<file path="src/common/vgatest_defs.svh">
`ifndef VGATEST_DEFS_SVH
`define VGATEST_DEFS_SVH

// 640x480 @ 60 Hz, horizontal in pixels
`define H_VISIBLE   640
`define H_FRONT     16
`define H_SYNC      96
`define H_BACK      48
`define H_TOTAL     800

// vertical in lines
`define V_VISIBLE   480
`define V_FRONT     10
`define V_SYNC      2
`define V_BACK      33
`define V_TOTAL     525

// position counter widths
`define X_BITS      10
`define Y_BITS      10

// bit 19 sets after about 21 ms at 25 MHz
`define RELOAD_BITS 20

// top bits drive the blinky LEDs
`define BLINK_BITS  28

`endif

</file>
<file path="src/common/vgatest_pkg.sv">
`default_nettype none

`include "vgatest_defs.svh"

package vgatest_pkg;

  // one pixel colour
  typedef struct packed {
    logic [7:0] r;
    logic [7:0] g;
    logic [7:0] b;
  } rgb_t;

  // pixel stream, one beat per clock
  typedef struct packed {
    logic [`X_BITS-1:0] x;
    logic [`Y_BITS-1:0] y;
    logic               hsync;  // active low
    logic               vsync;  // active low
    logic               blank;
    rgb_t               pix;
  } video_t;

  // parallel 10-bit words, one per channel
  typedef struct packed {
    logic [9:0] red;
    logic [9:0] green;
    logic [9:0] blue;
  } tmds_t;

  typedef enum logic [1:0] {
    PAT_BARS     = 2'd0,
    PAT_GRADIENT = 2'd1,
    PAT_GRID     = 2'd2,
    PAT_SOLID    = 2'd3
  } pattern_e;

endpackage

`default_nettype wire

</file>
<file path="src/vga/vga_timing.sv">
`default_nettype none

`include "vgatest_defs.svh"

module vga_timing
(
  input  wire logic          clk_25mhz,
  input  wire logic          arst_n_i,
  output vgatest_pkg::video_t timing_o
);

  localparam int HS_START = `H_VISIBLE + `H_FRONT;  // 656
  localparam int HS_END   = HS_START + `H_SYNC;      // first x after sync
  localparam int VS_START = `V_VISIBLE + `V_FRONT;  // 490
  localparam int VS_END   = VS_START + `V_SYNC;

  localparam logic [`X_BITS-1:0] X_LAST = `X_BITS'(`H_TOTAL - 1);
  localparam logic [`Y_BITS-1:0] Y_LAST = `Y_BITS'(`V_TOTAL - 1);

  logic [`X_BITS-1:0] x_q;
  logic [`Y_BITS-1:0] y_q;
  logic               x_last;
  logic               y_last;

  assign x_last = (x_q == X_LAST);
  assign y_last = (y_q == Y_LAST);

  // position counters
  always_ff @(posedge clk_25mhz or negedge arst_n_i)
  begin
    if (!arst_n_i)
    begin
      x_q <= '0;
      y_q <= '0;
    end
    else if (x_last)
    begin
      x_q <= '0;
      y_q <= y_last ? '0 : y_q + 1'b1;  // next line or next frame
    end
    else
    begin
      x_q <= x_q + 1'b1;
    end
  end

  // flags follow the counter one edge later
  always_ff @(posedge clk_25mhz or negedge arst_n_i)
  begin
    if (!arst_n_i)
    begin
      timing_o       <= '0;
      timing_o.hsync <= 1'b1;
      timing_o.vsync <= 1'b1;
      timing_o.blank <= 1'b1;
    end
    else
    begin
      timing_o.x     <= x_q;
      timing_o.y     <= y_q;
      timing_o.hsync <= !((x_q >= HS_START) && (x_q < HS_END));
      timing_o.vsync <= !((y_q >= VS_START) && (y_q < VS_END));
      timing_o.blank <= (x_q >= `H_VISIBLE) || (y_q >= `V_VISIBLE);
      timing_o.pix   <= '0;  // colour added downstream
    end
  end

  counter_range_a: assert property (@(posedge clk_25mhz) disable iff (!arst_n_i)
    (x_q < `H_TOTAL) && (y_q < `V_TOTAL));

endmodule

`default_nettype wire

</file>
<file path="src/vga/test_pattern.sv">
`default_nettype none

`include "vgatest_defs.svh"

module test_pattern
(
  input  wire logic               clk_25mhz,
  input  wire logic               arst_n_i,
  input  wire logic [1:0]         sel_i,     // raw button bits
  input  wire vgatest_pkg::video_t timing_i,
  output vgatest_pkg::video_t      video_o
);

  import vgatest_pkg::*;

  localparam int BAR_W = `H_VISIBLE / 8;  // 80 pixels per bar

  pattern_e sel_pat;
  pattern_e frame_pat_q;
  pattern_e pat;
  logic     frame_start;
  logic     grid_line;
  logic [2:0] bar_idx;
  rgb_t     colour;

  assign sel_pat     = pattern_e'(sel_i);
  assign frame_start = (timing_i.x == '0) && (timing_i.y == '0);
  // first pixel already uses the new choice
  assign pat         = frame_start ? sel_pat : frame_pat_q;
  assign bar_idx     = 3'(timing_i.x / BAR_W);
  assign grid_line   = (timing_i.x[4:0] == 5'd0) || (timing_i.y[4:0] == 5'd0);

  always_comb
  begin
    case (pat)
      PAT_BARS:
        colour = '{r: {8{bar_idx[2]}}, g: {8{bar_idx[1]}}, b: {8{bar_idx[0]}}};
      PAT_GRADIENT:
        colour = '{r: timing_i.x[7:0], g: timing_i.y[7:0],
                   b: timing_i.x[7:0] ^ timing_i.y[7:0]};
      PAT_GRID:
        colour = grid_line ? 24'hff_ff_ff : 24'h00_00_00;
      default:
        colour = '{r: 8'h00, g: 8'h00, b: 8'hff};  // solid blue
    endcase
  end

  always_ff @(posedge clk_25mhz or negedge arst_n_i)
  begin
    if (!arst_n_i)
    begin
      frame_pat_q   <= PAT_BARS;
      video_o       <= '0;
      video_o.hsync <= 1'b1;
      video_o.vsync <= 1'b1;
      video_o.blank <= 1'b1;
    end
    else
    begin
      if (frame_start)
        frame_pat_q <= sel_pat;  // held for the whole frame
      video_o.x     <= timing_i.x;
      video_o.y     <= timing_i.y;
      video_o.hsync <= timing_i.hsync;
      video_o.vsync <= timing_i.vsync;
      video_o.blank <= timing_i.blank;
      video_o.pix   <= timing_i.blank ? 24'h00_00_00 : colour;
    end
  end

endmodule

`default_nettype wire

</file>
<file path="src/dvid/tmds_encoder.sv">
`default_nettype none

module tmds_encoder
#(
  parameter logic [1:0] RESET_CTRL = 2'b00  // control symbol shown in reset
)
(
  input  wire logic       clk_25mhz,
  input  wire logic       arst_n_i,
  input  wire logic [7:0] data_i,
  input  wire logic [1:0] ctrl_i,
  input  wire logic       blank_i,
  output logic      [9:0] tmds_o
);

  function automatic logic [9:0] ctrl_word(input logic [1:0] c);
    case (c)
      2'b00:   ctrl_word = 10'b1101010100;
      2'b01:   ctrl_word = 10'b0010101011;
      2'b10:   ctrl_word = 10'b0101010100;
      default: ctrl_word = 10'b1010101011;
    endcase
  endfunction

  logic [3:0]        n1_d;
  logic [3:0]        n1_q;
  logic [3:0]        n0_q;
  logic              use_xnor;
  logic [8:0]        q_m;
  logic signed [4:0] bal;     // ones minus zeros of q_m[7:0]
  logic signed [4:0] disp_q;  // running disparity
  logic signed [4:0] disp_d;
  logic [9:0]        word_d;

  // stage 1 transition minimisation
  assign n1_d     = 4'($countones(data_i));
  assign use_xnor = (n1_d > 4'd4) || ((n1_d == 4'd4) && !data_i[0]);

  always_comb
  begin
    q_m[0] = data_i[0];
    for (int i = 1; i < 8; i++)
      q_m[i] = use_xnor ? ~(q_m[i-1] ^ data_i[i]) : (q_m[i-1] ^ data_i[i]);
    q_m[8] = ~use_xnor;
  end

  assign n1_q = 4'($countones(q_m[7:0]));
  assign n0_q = 4'd8 - n1_q;
  assign bal  = $signed({1'b0, n1_q}) - $signed({1'b0, n0_q});

  // stage 2 dc balance
  always_comb
  begin
    if (blank_i)
    begin
      word_d = ctrl_word(ctrl_i);
      disp_d = '0;
    end
    else if ((disp_q == 0) || (bal == 0))
    begin
      word_d = {~q_m[8], q_m[8], q_m[8] ? q_m[7:0] : ~q_m[7:0]};
      disp_d = q_m[8] ? disp_q + bal : disp_q - bal;
    end
    else if (((disp_q > 0) && (bal > 0)) || ((disp_q < 0) && (bal < 0)))
    begin
      word_d = {1'b1, q_m[8], ~q_m[7:0]};  // invert to pull back toward zero
      disp_d = disp_q - bal + (q_m[8] ? 5'sd2 : 5'sd0);
    end
    else
    begin
      word_d = {1'b0, q_m[8], q_m[7:0]};
      disp_d = disp_q + bal - (q_m[8] ? 5'sd0 : 5'sd2);
    end
  end

  always_ff @(posedge clk_25mhz or negedge arst_n_i)
  begin
    if (!arst_n_i)
    begin
      tmds_o <= ctrl_word(RESET_CTRL);
      disp_q <= '0;
    end
    else
    begin
      tmds_o <= word_d;
      disp_q <= disp_d;
    end
  end

  // control words exactly while blanked, data words never alias them
  blank_ctrl_a: assert property (@(posedge clk_25mhz) disable iff (!arst_n_i)
    1'b1 |=> ((tmds_o inside {10'b1101010100, 10'b0010101011,
                              10'b0101010100, 10'b1010101011}) == $past(blank_i)));

  // running disparity stays even and within 8 either way
  disp_range_a: assert property (@(posedge clk_25mhz) disable iff (!arst_n_i)
    !disp_q[0] && (disp_q >= -5'sd8) && (disp_q <= 5'sd8));

endmodule

`default_nettype wire

</file>
<file path="src/dvid/dvi_encoder.sv">
`default_nettype none

module dvi_encoder
(
  input  wire logic               clk_25mhz,
  input  wire logic               arst_n_i,
  input  wire vgatest_pkg::video_t video_i,
  output vgatest_pkg::tmds_t       tmds_o
);

  logic [9:0] red_s;
  logic [9:0] green_s;
  logic [9:0] blue_s;

  tmds_encoder #(.RESET_CTRL(2'b00)) i_tmds_red (
    .clk_25mhz (clk_25mhz),
    .arst_n_i  (arst_n_i),
    .data_i    (video_i.pix.r),
    .ctrl_i    (2'b00),
    .blank_i   (video_i.blank),
    .tmds_o    (red_s)
  );

  tmds_encoder #(.RESET_CTRL(2'b00)) i_tmds_green (
    .clk_25mhz (clk_25mhz),
    .arst_n_i  (arst_n_i),
    .data_i    (video_i.pix.g),
    .ctrl_i    (2'b00),
    .blank_i   (video_i.blank),
    .tmds_o    (green_s)
  );

  // syncs ride on blue, idle high in reset
  tmds_encoder #(.RESET_CTRL(2'b11)) i_tmds_blue (
    .clk_25mhz (clk_25mhz),
    .arst_n_i  (arst_n_i),
    .data_i    (video_i.pix.b),
    .ctrl_i    ({video_i.vsync, video_i.hsync}),
    .blank_i   (video_i.blank),
    .tmds_o    (blue_s)
  );

  assign tmds_o = '{red: red_s, green: green_s, blue: blue_s};

endmodule

`default_nettype wire

</file>
<file path="src/source/board_ctrl.sv">
`default_nettype none

`include "vgatest_defs.svh"

module board_ctrl
(
  input  wire logic               clk_25mhz,
  input  wire logic               arst_n_i,
  input  wire logic               btn0_i,
  input  wire vgatest_pkg::video_t video_i,
  output logic [7:0]               led_o,
  output logic                     user_programn_o,
  output logic                     wifi_gpio0_o
);

  logic [`RELOAD_BITS-1:0] reload_q;
  logic [`BLINK_BITS-1:0]  blink_q;
  logic                    reload_done;

  assign reload_done = reload_q[`RELOAD_BITS-1];

  // low pulls PROGRAMN and leaves this bitstream
  assign user_programn_o = btn0_i | ~reload_done;
  // held high the ESP32 keeps its hands off the board
  assign wifi_gpio0_o    = btn0_i;

  always_ff @(posedge clk_25mhz or negedge arst_n_i)
  begin
    if (!arst_n_i)
    begin
      reload_q <= '0;
      blink_q  <= '0;
      led_o    <= '0;
    end
    else
    begin
      if (!reload_done)
        reload_q <= reload_q + 1'b1;  // stops once top bit sets
      blink_q <= blink_q + 1'b1;
      led_o   <= {blink_q[`BLINK_BITS-1 -: 5],
                  video_i.blank, video_i.hsync, video_i.vsync};
    end
  end

endmodule

`default_nettype wire

</file>
<file path="src/source/vgatest_top.sv">
`default_nettype none

module vgatest_top
(
  input  wire logic         clk_25mhz,   // also the pixel clock
  input  wire logic         arst_n_i,
  input  wire logic [6:0]   btn_i,       // 6:3 spare
  output vgatest_pkg::tmds_t tmds_o,
  output logic [7:0]         led_o,
  output logic               user_programn_o,
  output logic               wifi_gpio0_o
);

  import vgatest_pkg::*;

  video_t timing_s;  // positions and syncs
  video_t video_s;   // same with colour

  vga_timing i_vga_timing (
    .clk_25mhz (clk_25mhz),
    .arst_n_i  (arst_n_i),
    .timing_o  (timing_s)
  );

  test_pattern i_test_pattern (
    .clk_25mhz (clk_25mhz),
    .arst_n_i  (arst_n_i),
    .sel_i     (btn_i[2:1]),
    .timing_i  (timing_s),
    .video_o   (video_s)
  );

  dvi_encoder i_dvi_encoder (
    .clk_25mhz (clk_25mhz),
    .arst_n_i  (arst_n_i),
    .video_i   (video_s),
    .tmds_o    (tmds_o)
  );

  // housekeeping
  board_ctrl i_board_ctrl (
    .clk_25mhz       (clk_25mhz),
    .arst_n_i        (arst_n_i),
    .btn0_i          (btn_i[0]),
    .video_i         (video_s),
    .led_o           (led_o),
    .user_programn_o (user_programn_o),
    .wifi_gpio0_o    (wifi_gpio0_o)
  );

endmodule

`default_nettype wire

</file>
<file path="config.mk">
export PLATFORM = sky130hd
export DESIGN_NAME = vgatest_top
export DESIGN_NICKNAME = d
export VERILOG_FILES = /design/src/common/vgatest_pkg.sv /design/src/vga/vga_timing.sv /design/src/vga/test_pattern.sv /design/src/dvid/tmds_encoder.sv /design/src/dvid/dvi_encoder.sv /design/src/source/board_ctrl.sv /design/src/source/vgatest_top.sv
export VERILOG_INCLUDE_DIRS = /design/src /design/src/common
export SDC_FILE = /design/constraint.sdc
export NUM_CORES = 1
export LEC_CHECK = 0
export BUFFER_PORTS_ARGS = -buffer_cell sky130_fd_sc_hd__buf_2
export CORE_MARGIN = 2
export CORE_UTILIZATION = 55
export CTS_BUF_LIST = sky130_fd_sc_hd__clkbuf_4 sky130_fd_sc_hd__clkbuf_8 sky130_fd_sc_hd__clkbuf_16
export CTS_CLUSTER_DIAMETER = 50
export DETAILED_ROUTE_END_ITERATION = 10
export PLACE_DENSITY = 0.79
export SYNTH_ARGS = -nofsm -noshare
export SYNTH_HDL_FRONTEND = slang
export SYNTH_SLANG_ARGS = --single-unit
</file>
<file path="constraint.sdc">
create_clock -name clk_25mhz -period 16.8 [get_ports clk_25mhz]
set_clock_uncertainty 0.2 [all_clocks]
set_input_delay 1.68 -clock clk_25mhz [delete_from_list [all_inputs] [get_ports clk_25mhz]]
set_output_delay 1.68 -clock clk_25mhz [all_outputs]
set_load 0.005 [all_outputs]
</file>
# Word level (Yosys, flattened, before mapping)
# Index checks and enable logic that the tools add are counted.
# word_totals
ff_bits	173
elab_cells	269
in_bits	9
out_inout_bits	40
# classes
bitwise	51
muxes	59
n_reduce_logical	40
n_lt_le_gt_ge	21
n_div	1
add_sub_neg	64
n_eq_ne	9
# op_table
operator	n
32-bit logical NOT	6
10-bit two-way mux	11
24-bit one-hot mux with 3 select lines	1
5-bit two-way mux	12
1-bit by 1-bit adder with 2-bit output	24
24-bit two-way mux	2
2-bit by 2-bit adder with 3-bit output	12
10-bit by 7-bit divider with 32-bit output, second input constant	1
5-bit by 1-bit greater-than comparator with 1-bit output, second input constant	6
5-bit by 1-bit less-than comparator with 1-bit output, second input constant	6
10-bit one-hot mux with 3 select lines	1
28-bit by 1-bit adder with 28-bit output, second input constant	1
1-bit NOT	25
8-bit two-way mux	3
8-bit NOT	3
1-bit two-way mux	21
1-bit XOR	21
10-bit by 1-bit adder with 10-bit output, second input constant	2
20-bit by 1-bit adder with 20-bit output, second input constant	1
10-bit == test, second input constant	2
10-bit greater-or-equal comparator, second input constant	2
10-bit by 9-bit greater-or-equal comparator with 1-bit output, second input constant	2
10-bit logical NOT	2
20-bit two-way mux	1
22 further kinds	77

# Longest topological paths before layout
# depth
depth_word	36
depth_mapped	31
ltp_nobuf	30

# Cells and area by module
# Synthesis repeated with hierarchy kept, for this count alone.
# hier_totals
cells_unflattened	1132
hier_area_um2	11738.8
# modules_own_cells
mod	instances	area_per_inst_um2	cells_per_inst	seq_area_each_um2
tmds_encoder (i_dvi_encoder.i_tmds_green ...)	2	1816.7	194	381.6
board_ctrl	1	2318.5	191	1401.3
test_pattern	1	2157.1	203	1229.9
tmds_encoder (i_dvi_encoder.i_tmds_blue)	1	1818.0	194	382.9
vga_timing	1	1808.0	155	1079.8
dvi_encoder	1	3.8	1	0.0

# Worst setup path after synthesis
# OpenSTA, ideal clock, no wires.
# synth_path
path_kind	register to register
from	register i_test_pattern.video_o[0] (netlist bit)
to	register i_dvi_encoder.i_tmds_blue.tmds_o[1]
stages_incl_launch_ff	31
t_required_ps	16523
n_path_buf	1
arrival_ps	8241
setup_time_ps	77
synth_period_minus_slack_ps	8519
slack_ps	8281
cell_sequence	dfrtp_1 > fa_1 > ha_1 > inv_1 > fa_1 > inv_1 > fa_1 > fa_1 > or3b_4 > a221o_1 > a22oi_4 > buf_4 > xor2_1 > fa_1 > inv_1 > fa_1 > fa_1 > ha_1 > fa_1 > nor2_1 > inv_1 > ha_1 > xnor2_1 > a2bb2oi_1 > a21o_1 > nand2_1 > ha_1 > a31oi_1 > mux2i_4 > xor2_1 > o21a_1
# synth_between
elab_chain_len	36
elab_cells_between_ends	50
classes_between	12 x add/sub; 3 x order compare; 1 x eq/ne; 11 x mux; 15 x bitwise; 8 x reduce/logical
# synth_lines
element	line_no	text
start, declared	test_pattern.sv:11	output vgatest_pkg::video_t video_o
parallel branches: the longest is 34 deep, another holds 4-bit by 3-bit adder with 4-bit output	n/a	
10-bit two-way mux (*)	tmds_encoder.sv:59	else if ((disp_q == 0) || (bal == 0))
10-bit two-way mux (*)	tmds_encoder.sv:54	if (blank_i)
named net i_dvi_encoder.i_tmds_blue.word_d[1]	tmds_encoder.sv:33	logic [9:0] word_d;
end signal, assigned	tmds_encoder.sv:80	tmds_o <= ctrl_word(RESET_CTRL);
end signal, assigned	tmds_encoder.sv:85	tmds_o <= word_d;
end, declared	tmds_encoder.sv:13	output logic [9:0] tmds_o
# Mark *: on every way through the listed nets, which the timed path passes.
# A chain may end at the register's enable or synchronous reset.

# Worst setup path after layout
# layout_path
from	register i_test_pattern.video_o[0] (netlist bit)
to	register i_dvi_encoder.i_tmds_blue.tmds_o[2]
# Same word-level chain as after synthesis.

==> results.ini <==
[run_status]
result_of_the_run = finished clean

[synth]
synth.yosys.warnings = 0
ys_dominant_reg_cell = sky130_fd_sc_hd__dfrtp_1
synthesis.area_per_instance_um2 = 10.4
netlist_area_before_placement_um2 = 10400
number_of_library_cell_types_mapped_by_synthesis = 82
synth.top_cells.by_area = sky130_fd_sc_hd__dfrtp_1 (36%), sky130_fd_sc_hd__ha_1 (8.5%), sky130_fd_sc_hd__xnor2_1 (6.7%), sky130_fd_sc_hd__dfstp_2 (5.6%), sky130_fd_sc_hd__fa_1 (5.2%)
synth_top_area_share = 0.363
synth_cells = 999
seq_area_frac_synth = 0.419
synthArstFlopShare = 1.00
postSynthRegisterBits = 173
synth-edff-count = 0
postSynthNetCount = 1106
yosysTopAreaCell = sky130_fd_sc_hd__dfrtp_1

[worst_setup_path]
arrival_ps = 9220
worstPathBufferInverterCount = 4
worstPathMaxFanout = 16
critical_path.top_delay_family = adder cells
critPathLaunchType = flop
critical_path.most_common_cell = sky130_fd_sc_hd__fa_1
criticalPathCategory = reg -> reg
timing.critical_path.to_type = flop
crit_slowest_cell = sky130_fd_sc_hd__fa_1
critPathMaxStageDelay_ps = 570
required_ps = 16880

[place]
detailedPlacementHpwl_um = 13300
numPortBuffers = 44
gp_congestion = 0.851

[hold_path]
hold_class = reg -> reg

[floorplanning]
start_util = 0.558
die_width_um = 142
design.core.area_um2 = 18600
fp.dieArea_um2 = 20000
die_y_um = 142
floorplan.io_pins = 49
placement_row_count = 50

[cells_and_area]
antenna_diode_count = 0
fin_nets = 1151
regArea_um2 = 4360
fillerInstances = 1479
drive_above_1_share = 0.134
multi_input_gate_area_um2 = 5610
area.growth.synth_to_final_pct = 9.59
mostFrequentLayoutCell = sky130_fd_sc_hd__dfrtp_1
mostFrequentLayoutCells = sky130_fd_sc_hd__dfrtp_1 (151), sky130_fd_sc_hd__inv_1 (83), sky130_fd_sc_hd__xnor2_1 (80)

[sta]
min_period_over_period = 0.544
finalSetupViolCount = 0
max-slew-margin-rel = 0.285
grt_setup_unrepaired = false
number_of_hold_violations_in_the_final_report = 0
aggregate_negative_setup_slack_ps = 0
clock.fmax_ghz = 0.109
fin_crit_ps = 9140
worst_slew_pin_slew_ps = 1070
finalMaxSlewViolations = 0

[route]
routed_wirelength_um = 18800
detail-route-antenna-nets = 0
vias_per_cell = 5.46
route.detailed.drc = 0
wl_per_cell_um = 14.6
drt_iter0_drc = 303
first_pass_iters = 6
dr_total_vias = 7037

[clock_tree]
cts-resized-gates = 0
cts_root_buffer = sky130_fd_sc_hd__clkbuf_16
cts_hold_buffers = 0
clock-sinks = 173
cts_buffer_depth = 2
worstSkewPairLatency_ps = 440
cts_setup_buffers = 0
clk_pin_slew_worst_paths_ps = 70
cts_tree = yes
cts_made_buffers = 17
cts_max_level = 4

[global_routing]
global_route.usage.total = 0.200
grt_first_pass_wirelength_um = 32400
grt_antenna_before_repair = 0
grt_remaining_overflow = 0
grt_pass1_vias = 7060
grt_start_max_net_pins = 90

[run]
max_capacitance_violation_count = 0

flip-flops by register name (all words and copies together), names as in the netlist:
register / cells
i_vga_timing.timing_o: 23
i_board_ctrl.led_o: 8
i_dvi_encoder.i_tmds_red.tmds_o: 10
i_board_ctrl.blink_q: 28
i_test_pattern.frame_pat_q: 2
i_dvi_encoder.i_tmds_green.tmds_o: 10
i_dvi_encoder.i_tmds_red.disp_q: 5
i_test_pattern.video_o: 27
i_board_ctrl.reload_q: 20
i_vga_timing.y_q: 10
i_dvi_encoder.i_tmds_green.disp_q: 5
i_vga_timing.x_q: 10
i_dvi_encoder.i_tmds_blue.tmds_o: 10
i_dvi_encoder.i_tmds_blue.disp_q: 5
synthesized netlist by cell type (20+ instances only):
| cell type | number |
|---|---|
| sky130_fd_sc_hd__nand2b_1 | 20 |
| sky130_fd_sc_hd__fa_1 | 27 |
| sky130_fd_sc_hd__nand3_1 | 35 |
| sky130_fd_sc_hd__nand2_1 | 77 |
| sky130_fd_sc_hd__nor2_1 | 69 |
| sky130_fd_sc_hd__xor2_1 | 58 |
| sky130_fd_sc_hd__inv_1 | 83 |
| sky130_fd_sc_hd__a21oi_1 | 45 |
| sky130_fd_sc_hd__ha_1 | 71 |
| sky130_fd_sc_hd__o21ai_0 | 39 |
| sky130_fd_sc_hd__dfrtp_1 | 151 |
| sky130_fd_sc_hd__dfstp_2 | 22 |
| sky130_fd_sc_hd__xnor2_1 | 80 |
final cells by class:
cell class | count | share of cell area
clock buffer | 17 | 0.0373
clock inverter | 14 | 0.0130
timing repair buffer | 47 | 0.0218
sequential | 173 | 0.382
inverter | 84 | 0.0277
multi-input combinational | 721 | 0.492
tap | 234 | 0.0257
path summary, 6_finish.rpt:
check / startpoint / end / slack, ps / depth (start not counted)
min: i_vga_timing.timing_o[25] / i_test_pattern.video_o[25] / 160 / 0
max reg2reg: i_test_pattern.video_o[0] / i_dvi_encoder.i_tmds_blue.tmds_o[2] / 7660 / 29
max in group asynchronous: arst_n_i / i_vga_timing.timing_o[42] / 13760 / 2
min reg2reg: i_vga_timing.timing_o[25] / i_test_pattern.video_o[25] / 160 / 0
max: i_test_pattern.video_o[0] / i_dvi_encoder.i_tmds_blue.tmds_o[2] / 7660 / 29
min in group asynchronous: arst_n_i / i_dvi_encoder.i_tmds_red.disp_q[3] / 1060 / 1
layer usage:
metal | GRT usage | wire length (um)
met1 | 0.258 | 8620
met2 | 0.344 | 9360
met5 | 0 | 0
met4 | 0.0684 | 279
met3 | 0.0331 | 549
cells by family after synthesis:
group	after synthesis	share of synthesized area
flip-flops	173	0.419
AND/OR/NAND/NOR	288	0.137
multiplexers	19	0.0216
buffers and inverters	105	0.0416
adder cells (fa/ha/maj)	99	0.138
XOR/XNOR	148	0.136
AO/OA/AOI/OAI	167	0.107
metrics by stage:
step	worst slack (ps)	cell area, um2	util	hold slack [ps]	std cells
6_report	7660	11400	0.611	159	1290
5_1_grt	7070	11400	0.611	166	1290
4_1_cts	7620	11400	0.611	157	1290
3_5_place_dp	7660	10800	0.581	147	1259
3_3_place_gp	7820	10800	0.581	148	1259
2_1_floorplan	8280	10400	-	145	999
Power is left out: the tool's default activity adds up to more than one toggle a clock period on the data nets, which glitch-free logic cannot reach.
